**config.mk**
```make
export PLATFORM = sky130hd
export DESIGN_NAME = axi_rd_bridge
export DESIGN_NICKNAME = d
export VERILOG_FILES = /design/src/axi_pkg.sv /design/src/regbank_pkg.sv /design/src/skid_buffer.sv /design/src/id_fifo.sv /design/src/axi_axil_reflect_rd.sv /design/src/axil_rd_regbank.sv /design/src/axi_rd_bridge.sv
export SDC_FILE = /design/constraint.sdc
export NUM_CORES = 1
export LEC_CHECK = 0
export BUFFER_PORTS_ARGS = -buffer_cell sky130_fd_sc_hd__buf_2
export CORE_AREA = 5 5 247 249
export DETAILED_ROUTE_END_ITERATION = 7
export DIE_AREA = 0 0 252 254
export SETUP_SLACK_MARGIN = 0.2
export SLEW_MARGIN = 10
export SYNTH_ARGS = -nofsm -noshare
export SYNTH_HDL_FRONTEND = slang
export SYNTH_SLANG_ARGS = --single-unit
```
**constraint.sdc**
```tcl
create_clock -name clk -period 5.9 [get_ports clk]
set_input_delay 0.885 -clock clk [delete_from_list [all_inputs] [get_ports clk]]
set_output_delay 0.885 -clock clk [all_outputs]
set_load 0.02 [all_outputs]
```
**src/axi_pkg.sv**
```systemverilog
package axi_pkg;

  // Bus geometry shared by the AXI and AXI-Lite sides
  localparam int AXI_ADDR_W = 6;
  localparam int AXI_DATA_W = 16;
  localparam int AXI_ID_W   = 4;
  localparam int AXI_USER_W = 2;

  // log2 of the number of reads that may be outstanding at once
  localparam int OUTSTANDING_W = 2;

  // Width of the tag carried from AR to R
  localparam int ID_TAG_W = AXI_ID_W + AXI_USER_W;

  typedef logic [AXI_ADDR_W-1:0] axi_addr_t;
  typedef logic [AXI_DATA_W-1:0] axi_data_t;
  typedef logic [AXI_ID_W-1:0]   axi_id_t;
  typedef logic [AXI_USER_W-1:0] axi_user_t;

  // Read response codes
  typedef logic [1:0] axi_resp_t;

  localparam axi_resp_t RESP_OKAY   = 2'b00;
  localparam axi_resp_t RESP_SLVERR = 2'b10;

  // ID in the upper bits, user tag below it
  typedef logic [ID_TAG_W-1:0] id_tag_t;

endpackage

```
**src/regbank_pkg.sv**
```systemverilog
package regbank_pkg;

  // Word index sits above the byte-in-word bits of the address
  localparam int BYTE_OFS_W = $clog2(axi_pkg::AXI_DATA_W / 8);
  localparam int REG_IDX_W  = axi_pkg::AXI_ADDR_W - BYTE_OFS_W;

  // Populated words, indices from here up are undecoded
  localparam int NUM_REGS = 24;

  typedef logic [REG_IDX_W-1:0] reg_idx_t;

endpackage

```
**src/skid_buffer.sv**
```systemverilog
`timescale 1ns/1ps

module skid_buffer #(
  parameter int DATA_W = 8
) (
  input  logic              clk,
  input  logic              i_arst_n,

  input  logic              i_valid,
  input  logic [DATA_W-1:0] i_data,
  output logic              o_ready,

  output logic              o_valid,
  output logic [DATA_W-1:0] o_data,
  input  logic              i_ready
);

  logic              main_valid;
  logic [DATA_W-1:0] main_data;
  logic              skid_valid;
  logic [DATA_W-1:0] skid_data;

  logic              in_xfer;
  logic              main_free;
  logic              load_main;
  logic              load_skid;

  assign in_xfer = i_valid && o_ready;

  // Main register is empty or hands its beat downstream this cycle
  assign main_free = !main_valid || i_ready;

  // Skid entry always has priority, it is the older beat
  assign load_main = main_free && (skid_valid || in_xfer);

  // Downstream stalled while a new beat arrives
  assign load_skid = !main_free && in_xfer;

  always_ff @(posedge clk or negedge i_arst_n) begin
    if (!i_arst_n) begin
      main_valid <= 1'b0;
      skid_valid <= 1'b0;
    end else begin
      if (main_free) begin
        main_valid <= skid_valid || in_xfer;
      end
      if (load_skid) begin
        skid_valid <= 1'b1;
      end else if (main_free) begin
        skid_valid <= 1'b0;
      end
    end
  end

  always_ff @(posedge clk) begin
    if (load_main) begin
      main_data <= skid_valid ? skid_data : i_data;
    end
    if (load_skid) begin
      skid_data <= i_data;
    end
  end

  // Ready comes straight from a flop
  assign o_ready = !skid_valid;
  assign o_valid = main_valid;
  assign o_data  = main_data;

endmodule

```
**src/id_fifo.sv**
```systemverilog
`timescale 1ns/1ps

module id_fifo #(
  parameter int DEPTH_W = 2,
  parameter int DATA_W  = 8
) (
  input  logic              clk,
  input  logic              i_arst_n,

  input  logic              i_push,
  input  logic [DATA_W-1:0] i_push_data,
  output logic              o_full,

  input  logic              i_pop,
  output logic [DATA_W-1:0] o_pop_data,
  output logic              o_empty
);

  localparam int DEPTH = 2 ** DEPTH_W;

  logic [DATA_W-1:0] mem [DEPTH];

  // Extra top bit tells a wrapped writer from an equal one
  logic [DEPTH_W:0]   wr_ptr;
  logic [DEPTH_W:0]   rd_ptr;
  logic [DEPTH_W-1:0] wr_idx;
  logic [DEPTH_W-1:0] rd_idx;

  logic               push_en;
  logic               pop_en;

  assign wr_idx = wr_ptr[DEPTH_W-1:0];
  assign rd_idx = rd_ptr[DEPTH_W-1:0];

  assign o_empty = (wr_ptr == rd_ptr);
  assign o_full  = (wr_ptr[DEPTH_W] != rd_ptr[DEPTH_W]) && (wr_idx == rd_idx);

  // Overflow and underflow are dropped
  assign push_en = i_push && !o_full;
  assign pop_en  = i_pop && !o_empty;

  always_ff @(posedge clk or negedge i_arst_n) begin
    if (!i_arst_n) begin
      wr_ptr <= '0;
      rd_ptr <= '0;
    end else begin
      if (push_en) begin
        wr_ptr <= wr_ptr + 1'b1;
      end
      if (pop_en) begin
        rd_ptr <= rd_ptr + 1'b1;
      end
    end
  end

  always_ff @(posedge clk) begin
    if (push_en) begin
      mem[wr_idx] <= i_push_data;
    end
  end

  // Head read without a register stage
  assign o_pop_data = mem[rd_idx];

endmodule

```
**src/axi_axil_reflect_rd.sv**
```systemverilog
`timescale 1ns/1ps

module axi_axil_reflect_rd (
  input  logic               clk,
  input  logic               i_arst_n,

  // AXI read subordinate
  input  logic               i_arvalid,
  input  axi_pkg::axi_id_t   i_arid,
  input  axi_pkg::axi_addr_t i_araddr,
  input  logic [7:0]         i_arlen,
  input  logic [2:0]         i_arsize,
  input  logic [1:0]         i_arburst,
  input  axi_pkg::axi_user_t i_aruser,
  output logic               o_arready,

  output logic               o_rvalid,
  output axi_pkg::axi_id_t   o_rid,
  output axi_pkg::axi_data_t o_rdata,
  output axi_pkg::axi_resp_t o_rresp,
  output axi_pkg::axi_user_t o_ruser,
  output logic               o_rlast,
  input  logic               i_rready,

  // AXI-Lite read manager
  output logic               o_axil_arvalid,
  output axi_pkg::axi_addr_t o_axil_araddr,
  input  logic               i_axil_arready,
  input  logic               i_axil_rvalid,
  input  axi_pkg::axi_data_t i_axil_rdata,
  input  axi_pkg::axi_resp_t i_axil_rresp,
  output logic               o_axil_rready
);

  logic             sb_ready;
  logic             fifo_full;
  logic             ar_xfer;
  logic             r_xfer;
  axi_pkg::id_tag_t push_tag;
  axi_pkg::id_tag_t head_tag;

  assign ar_xfer  = i_arvalid && o_arready;
  assign r_xfer   = o_rvalid && i_rready;
  assign push_tag = {i_arid, i_aruser};

  skid_buffer #(
    .DATA_W (axi_pkg::AXI_ADDR_W)
  ) u_ar_skid (
    .clk      (clk),
    .i_arst_n (i_arst_n),
    .i_valid  (ar_xfer),
    .i_data   (i_araddr),
    .o_ready  (sb_ready),
    .o_valid  (o_axil_arvalid),
    .o_data   (o_axil_araddr),
    .i_ready  (i_axil_arready)
  );

  // Tags of outstanding reads in request order
  id_fifo #(
    .DEPTH_W (axi_pkg::OUTSTANDING_W),
    .DATA_W  (axi_pkg::ID_TAG_W)
  ) u_id_fifo (
    .clk         (clk),
    .i_arst_n    (i_arst_n),
    .i_push      (ar_xfer),
    .i_push_data (push_tag),
    .o_full      (fifo_full),
    .i_pop       (r_xfer),
    .o_pop_data  (head_tag),
    .o_empty     ()
  );

  assign o_arready = sb_ready && !fifo_full;

  // Return path passes straight through with the tag from the queue head
  assign o_rvalid      = i_axil_rvalid;
  assign o_rdata       = i_axil_rdata;
  assign o_rresp       = i_axil_rresp;
  assign o_rid         = head_tag[axi_pkg::ID_TAG_W-1 -: axi_pkg::AXI_ID_W];
  assign o_ruser       = head_tag[axi_pkg::AXI_USER_W-1:0];
  // Every read is a single beat whatever the burst fields say
  assign o_rlast       = 1'b1;
  assign o_axil_rready = i_rready;

endmodule

```
**src/axil_rd_regbank.sv**
```systemverilog
`timescale 1ns/1ps

module axil_rd_regbank (
  input  logic                  clk,
  input  logic                  i_arst_n,

  // AXI-Lite read subordinate
  input  logic                  i_axil_arvalid,
  input  axi_pkg::axi_addr_t    i_axil_araddr,
  output logic                  o_axil_arready,
  output logic                  o_axil_rvalid,
  output axi_pkg::axi_data_t    o_axil_rdata,
  output axi_pkg::axi_resp_t    o_axil_rresp,
  input  logic                  i_axil_rready,

  // Host write port
  input  logic                  i_wr_en,
  input  regbank_pkg::reg_idx_t i_wr_idx,
  input  axi_pkg::axi_data_t    i_wr_data
);

  axi_pkg::axi_data_t    regs [regbank_pkg::NUM_REGS];

  logic                  rvalid_q;
  logic                  ar_xfer;
  regbank_pkg::reg_idx_t rd_idx;
  logic                  rd_hit;
  logic                  wr_hit;

  // Word index from the upper address bits
  assign rd_idx = i_axil_araddr[axi_pkg::AXI_ADDR_W-1 -: regbank_pkg::REG_IDX_W];
  assign rd_hit = (rd_idx < regbank_pkg::NUM_REGS);
  assign wr_hit = i_wr_en && (i_wr_idx < regbank_pkg::NUM_REGS);

  // One response slot, refilled in the cycle it drains
  assign o_axil_arready = !rvalid_q || i_axil_rready;
  assign ar_xfer        = i_axil_arvalid && o_axil_arready;

  always_ff @(posedge clk or negedge i_arst_n) begin
    if (!i_arst_n) begin
      for (int i = 0; i < regbank_pkg::NUM_REGS; i++) begin
        regs[i] <= '0;
      end
    end else if (wr_hit) begin
      regs[i_wr_idx] <= i_wr_data;
    end
  end

  always_ff @(posedge clk or negedge i_arst_n) begin
    if (!i_arst_n) begin
      rvalid_q <= 1'b0;
    end else if (ar_xfer) begin
      rvalid_q <= 1'b1;
    end else if (i_axil_rready) begin
      rvalid_q <= 1'b0;
    end
  end

  // Response payload captured at acceptance
  always_ff @(posedge clk) begin
    if (ar_xfer) begin
      if (rd_hit) begin
        o_axil_rdata <= regs[rd_idx];
        o_axil_rresp <= axi_pkg::RESP_OKAY;
      end else begin
        // Unpopulated word
        o_axil_rdata <= '0;
        o_axil_rresp <= axi_pkg::RESP_SLVERR;
      end
    end
  end

  assign o_axil_rvalid = rvalid_q;

endmodule

```
**src/axi_rd_bridge.sv**
```systemverilog
`timescale 1ns/1ps

module axi_rd_bridge (
  input  logic                  clk,
  input  logic                  i_arst_n,

  // AXI read address
  input  logic                  i_arvalid,
  input  axi_pkg::axi_id_t      i_arid,
  input  axi_pkg::axi_addr_t    i_araddr,
  input  logic [7:0]            i_arlen,
  input  logic [2:0]            i_arsize,
  input  logic [1:0]            i_arburst,
  input  axi_pkg::axi_user_t    i_aruser,
  output logic                  o_arready,

  // AXI read data
  output logic                  o_rvalid,
  output axi_pkg::axi_id_t      o_rid,
  output axi_pkg::axi_data_t    o_rdata,
  output axi_pkg::axi_resp_t    o_rresp,
  output axi_pkg::axi_user_t    o_ruser,
  output logic                  o_rlast,
  input  logic                  i_rready,

  // Host write port into the bank
  input  logic                  i_wr_en,
  input  regbank_pkg::reg_idx_t i_wr_idx,
  input  axi_pkg::axi_data_t    i_wr_data
);

  // Internal AXI-Lite read channel
  logic               axil_arvalid;
  axi_pkg::axi_addr_t axil_araddr;
  logic               axil_arready;
  logic               axil_rvalid;
  axi_pkg::axi_data_t axil_rdata;
  axi_pkg::axi_resp_t axil_rresp;
  logic               axil_rready;

  axi_axil_reflect_rd u_reflect (
    .clk            (clk),
    .i_arst_n       (i_arst_n),
    .i_arvalid      (i_arvalid),
    .i_arid         (i_arid),
    .i_araddr       (i_araddr),
    .i_arlen        (i_arlen),
    .i_arsize       (i_arsize),
    .i_arburst      (i_arburst),
    .i_aruser       (i_aruser),
    .o_arready      (o_arready),
    .o_rvalid       (o_rvalid),
    .o_rid          (o_rid),
    .o_rdata        (o_rdata),
    .o_rresp        (o_rresp),
    .o_ruser        (o_ruser),
    .o_rlast        (o_rlast),
    .i_rready       (i_rready),
    .o_axil_arvalid (axil_arvalid),
    .o_axil_araddr  (axil_araddr),
    .i_axil_arready (axil_arready),
    .i_axil_rvalid  (axil_rvalid),
    .i_axil_rdata   (axil_rdata),
    .i_axil_rresp   (axil_rresp),
    .o_axil_rready  (axil_rready)
  );

  axil_rd_regbank u_regbank (
    .clk            (clk),
    .i_arst_n       (i_arst_n),
    .i_axil_arvalid (axil_arvalid),
    .i_axil_araddr  (axil_araddr),
    .o_axil_arready (axil_arready),
    .o_axil_rvalid  (axil_rvalid),
    .o_axil_rdata   (axil_rdata),
    .o_axil_rresp   (axil_rresp),
    .i_axil_rready  (axil_rready),
    .i_wr_en        (i_wr_en),
    .i_wr_idx       (i_wr_idx),
    .i_wr_data      (i_wr_data)
  );

endmodule

```
==> metrics.md <==
| Metric | Value |
|---|---|
| Status | finished clean |
| Vias per Instance | ~5 |
| Post-Route WL | 46400 um |
| Clock Sinks | ~440 |
| Setup Buffers After CTS | 0 |
| Slew HR | between 30% and 40% |
| Register area | approximately 0.011 mm2 |
| Vias in the first global route | 11790 |
| Post-cts gate resize count | 0 |
| RSZ-0062 raised after global routing | no |
| Highest Signal Layer | met5 |
| Worst Skew | roughly 0.013 ns |
| Clk Latency, worst-skew pair | just under 0.6 ns |
| Critical path type | flop to flop |
| Syn Nets | 1348 |
| Detailed-route wire length per cell | 21.83 um |
| CP required | 6.20 ns |
| Max clock buf depth | 3 |
| Met3 wire length | around 2300 um |
| Met2 Wirelength | 22530 um |
| Synth Instances | around 1300 |
| # rows | 89 |
| HP Class | input port to asynchronous set/reset pin |
| Vias | 10870 |
| PwrDens | between 400 and 500 mW/mm2 |
| Placer Congestion | 0.7332 |
| Syn avg cell area | 15.71 um2 |
| First-pass GRT wire length | about 72000 um |
| Inserted Diodes | 0 |
| Final setup violation count | 0 |
| Seq/Total Area, Yosys | 55.98% |
| Die area | around 0.064 mm2 |
| Share of cells above drive strength 1 | 47.19% |
| Max Fclk | 334.4 MHz |
| Hpwl dp | 27130 um |
| Slew @ Worst Pin | just over 1 ns |
| Routed Antenna Nets | 0 |
| Starting density of the core | 34.73% |
| Max-slew violation count | 0 |
| Mapped Area | 0.02030 mm2 |
| GRT overflow | 0 |
| H-Tree Depth | 2 |
| Tot GR Track Use | 14.61% |
| Crit share post-route | 50.69% |
| CP max FO | 30 |
| Core area | 0.05846 mm2 |
| Maximum vdd drop | ~0.35 mV |
| Area occupied by multi-input gates | 0.008247 mm2 |
| # IOs | 78 |
| Clock root buffer | clkbuf_16 |
| Drt pass-1 iters | 4 |
| CP endpoint kind | flop |
| P_leak | roughly 10 nW |
| Port Buf Inserts | between 60 and 70 |
| Synthesized flop and latch total | between 400 and 500 |
| Fin util | ~39% |
| Setup_tns | 0 ns |
| Yosys warning total | 0 |
| Die Y | 254 um |
| CTS tree | built |
| # fillers | around 5400 |
| Cts bufs inserted | 47 |
| Hold_buf cts | 0 |
| Crit path arrival time | 3.29 ns |
| Synth cell types | 46 |
| Reg clk slew, reported paths | 0.06 ns |
| Initial antenna violation count | 1 |
| M1 WL | 20560 um |
| MaxCap Viol Count | 0 |
| DRC | 0 |
| Async SR Flop Fraction | 88.51% |
| Die width | between 200 and 300 um |
| Largest net degree at the start of global routing | 167 |
| CP startpoint kind | flop |
| Nets@finish | 1371 |
| Final hold violation count | 0 |
| P&R area growth vs syn | 11.44% |
| Starting DRT DRC Count | 533 |
| Post-route minimum period | 2.991 ns |
| Top_reg_cell synth | dfrtp_1 |
| Number of synthesized flops with an enable pin | 51 |
metal layers:
metal	global-route usage, %	vias up
li1	-	4811
met1	19.83	5798
met5	0	-
met2	24.20	183
met3	2.671	74
met4	4.172	2
worst paths after layout:
path | start | endpoint | slack (ns) | depth (start not counted)
max in group asynchronous | i_arst_n | u_regbank.regs[207] | 4.05 | 2
worst max register to register | u_reflect.u_ar_skid.o_data[1] | u_regbank.o_axil_rdata[12] | 2.91 | 6
min in group clk | u_reflect.u_ar_skid.o_valid | u_regbank.o_axil_rvalid | 0.48 | 1
worst max-delay path | u_reflect.u_ar_skid.o_data[1] | u_regbank.o_axil_rdata[12] | 2.91 | 6
worst min register to register | u_reflect.u_ar_skid.o_valid | u_regbank.o_axil_rvalid | 0.48 | 1
worst min-delay path | i_arst_n | u_regbank.regs[50] | 0.32 | 1
state kept, by name (all words and copies together), names as in the netlist:
signal and count:
u_reflect.u_id_fifo.wr_ptr 3, u_reflect.u_ar_skid.skid_data 5, u_reflect.u_ar_skid.o_valid 1, u_reflect.u_id_fifo.mem 24
u_reflect.u_ar_skid.skid_valid 1, u_reflect.u_id_fifo.rd_ptr 3, u_regbank.o_axil_rvalid 1, u_regbank.o_axil_rresp 1
u_regbank.regs 384, u_reflect.u_ar_skid.o_data 5, u_regbank.o_axil_rdata 16
Yosys cell counts (all sizes together) (3+ instances only):
library cell    n  area [um2]
nor2b          12       87.58
inv             7       26.28
a2bb2oi        10       87.58
mux2          406        4722
nand3          12       60.06
nor3b           3       32.53
a22oi          12       90.09
ha              5       62.56
nand2          56       255.3
a21oi           6       30.03
nor2            7       33.78
edfxtp         51        1531
buf            58       489.2
nand4           6       37.54
o21ai          11       55.05
and2            9       56.30
mux4           68        1531
xnor2           5       43.79
clkbuf         46       173.9
mux2i          78       780.8
a32oi          10       87.58
xor2            3       26.28
nor3            4       53.80
dfrtp         393        9834
nand2b          3       18.77
layout by cell type (no fill, tap or decap), types with 3 or more instances in the layout:
| master | synthesis | final |
|---|---|---|
| clkbuf_16 | 0 | 48 |
| mux4_2 | 68 | 68 |
| nand2_1 | 38 | 38 |
| a22oi_1 | 12 | 12 |
| clkinv_2 | 0 | 5 |
| clkbuf_1 | 45 | 17 |
| a2bb2oi_1 | 10 | 10 |
| mux2_1 | 16 | 16 |
| nand2_2 | 18 | 18 |
| edfxtp_1 | 51 | 51 |
| nor3_4 | 3 | 3 |
| nor2b_1 | 7 | 7 |
| buf_2 | 11 | 60 |
| xor2_1 | 3 | 3 |
| inv_1 | 7 | 7 |
| mux2i_1 | 78 | 78 |
| xnor2_1 | 5 | 5 |
| mux2_2 | 350 | 350 |
| dfrtp_1 | 393 | 393 |
| nor2b_2 | 5 | 5 |
| and2_1 | 9 | 9 |
| mux2_4 | 40 | 40 |
| bufinv_16 | 0 | 3 |
| clkbuf_8 | 0 | 10 |
| o21ai_1 | 7 | 7 |
| a32oi_1 | 10 | 10 |
| nand3_1 | 12 | 12 |
| nand2b_1 | 3 | 3 |
| o21ai_0 | 4 | 4 |
| ha_1 | 5 | 5 |
| nand4_1 | 6 | 6 |
| buf_4 | 27 | 15 |
| a21oi_1 | 6 | 6 |
| nor2_1 | 6 | 6 |
worst max-delay path, cell delays in order (launching register included):
cell and delay [ns]:
edfxtp_1 0.32, buf_4 0.48, buf_4 0.60, mux4_2 0.59, mux2_2 0.27, a32oi_1 0.28, o21ai_1 0.14
per-stage QoR:
step / total power [mW] / instances / hold slack, ns / cell area (um2) / setup slack, ns
after global placement: 6.608 / 2039 / 0.4647 / 21070 / 2.759
after global routing: 10.04 / 2125 / 0.3681 / 22630 / 2.655
after detailed placement: 6.677 / 2039 / 0.4742 / 21070 / 2.726
after floorplan: 5.950 / 1292 / 0.4487 / 20300 / 3.565
final: 9.537 / 2125 / 0.3153 / 22630 / 2.909
after CTS: 9.683 / 2125 / 0.3272 / 22630 / 2.817
report_power, final:
| part | switching (mW) | internal, mW | leakage, nW | total, mW |
|---|---|---|---|---|
| sequential | 0.350 | 3.74 | 5.59 | 4.09 |
| clock | 1.19 | 1.76 | 0.761 | 2.95 |
| combinational | 1.25 | 1.24 | 3.82 | 2.49 |
| total | 2.80 | 6.74 | 10.2 | 9.54 |
layout make-up:
class,count,area share (%)
Multi-Input combinational cell,737,36.45
Clock buffer,75,6.199
Inverter,7,0.1161
Sequential cell,444,50.24
Tap cell,773,4.275
Timing Repair Buffer,78,2.068
Clock inverter,11,0.6581
logic make-up (layout without fill, tap and decap cells):
kind of cell	count (synthesis)	in the layout	synth area share [%]
adders and majority gates	5	5	0.3081
DFF	444	444	55.98
buffers and inverters	111	171	3.396
other	2	2	0.03699
and+or+nand+nor	117	117	3.340
xor gates and xnor gates	8	8	0.3451
muxes	552	552	34.65
AOI/OAI and AO/OA	53	53	1.941
(Power assumes the default switching activity.)
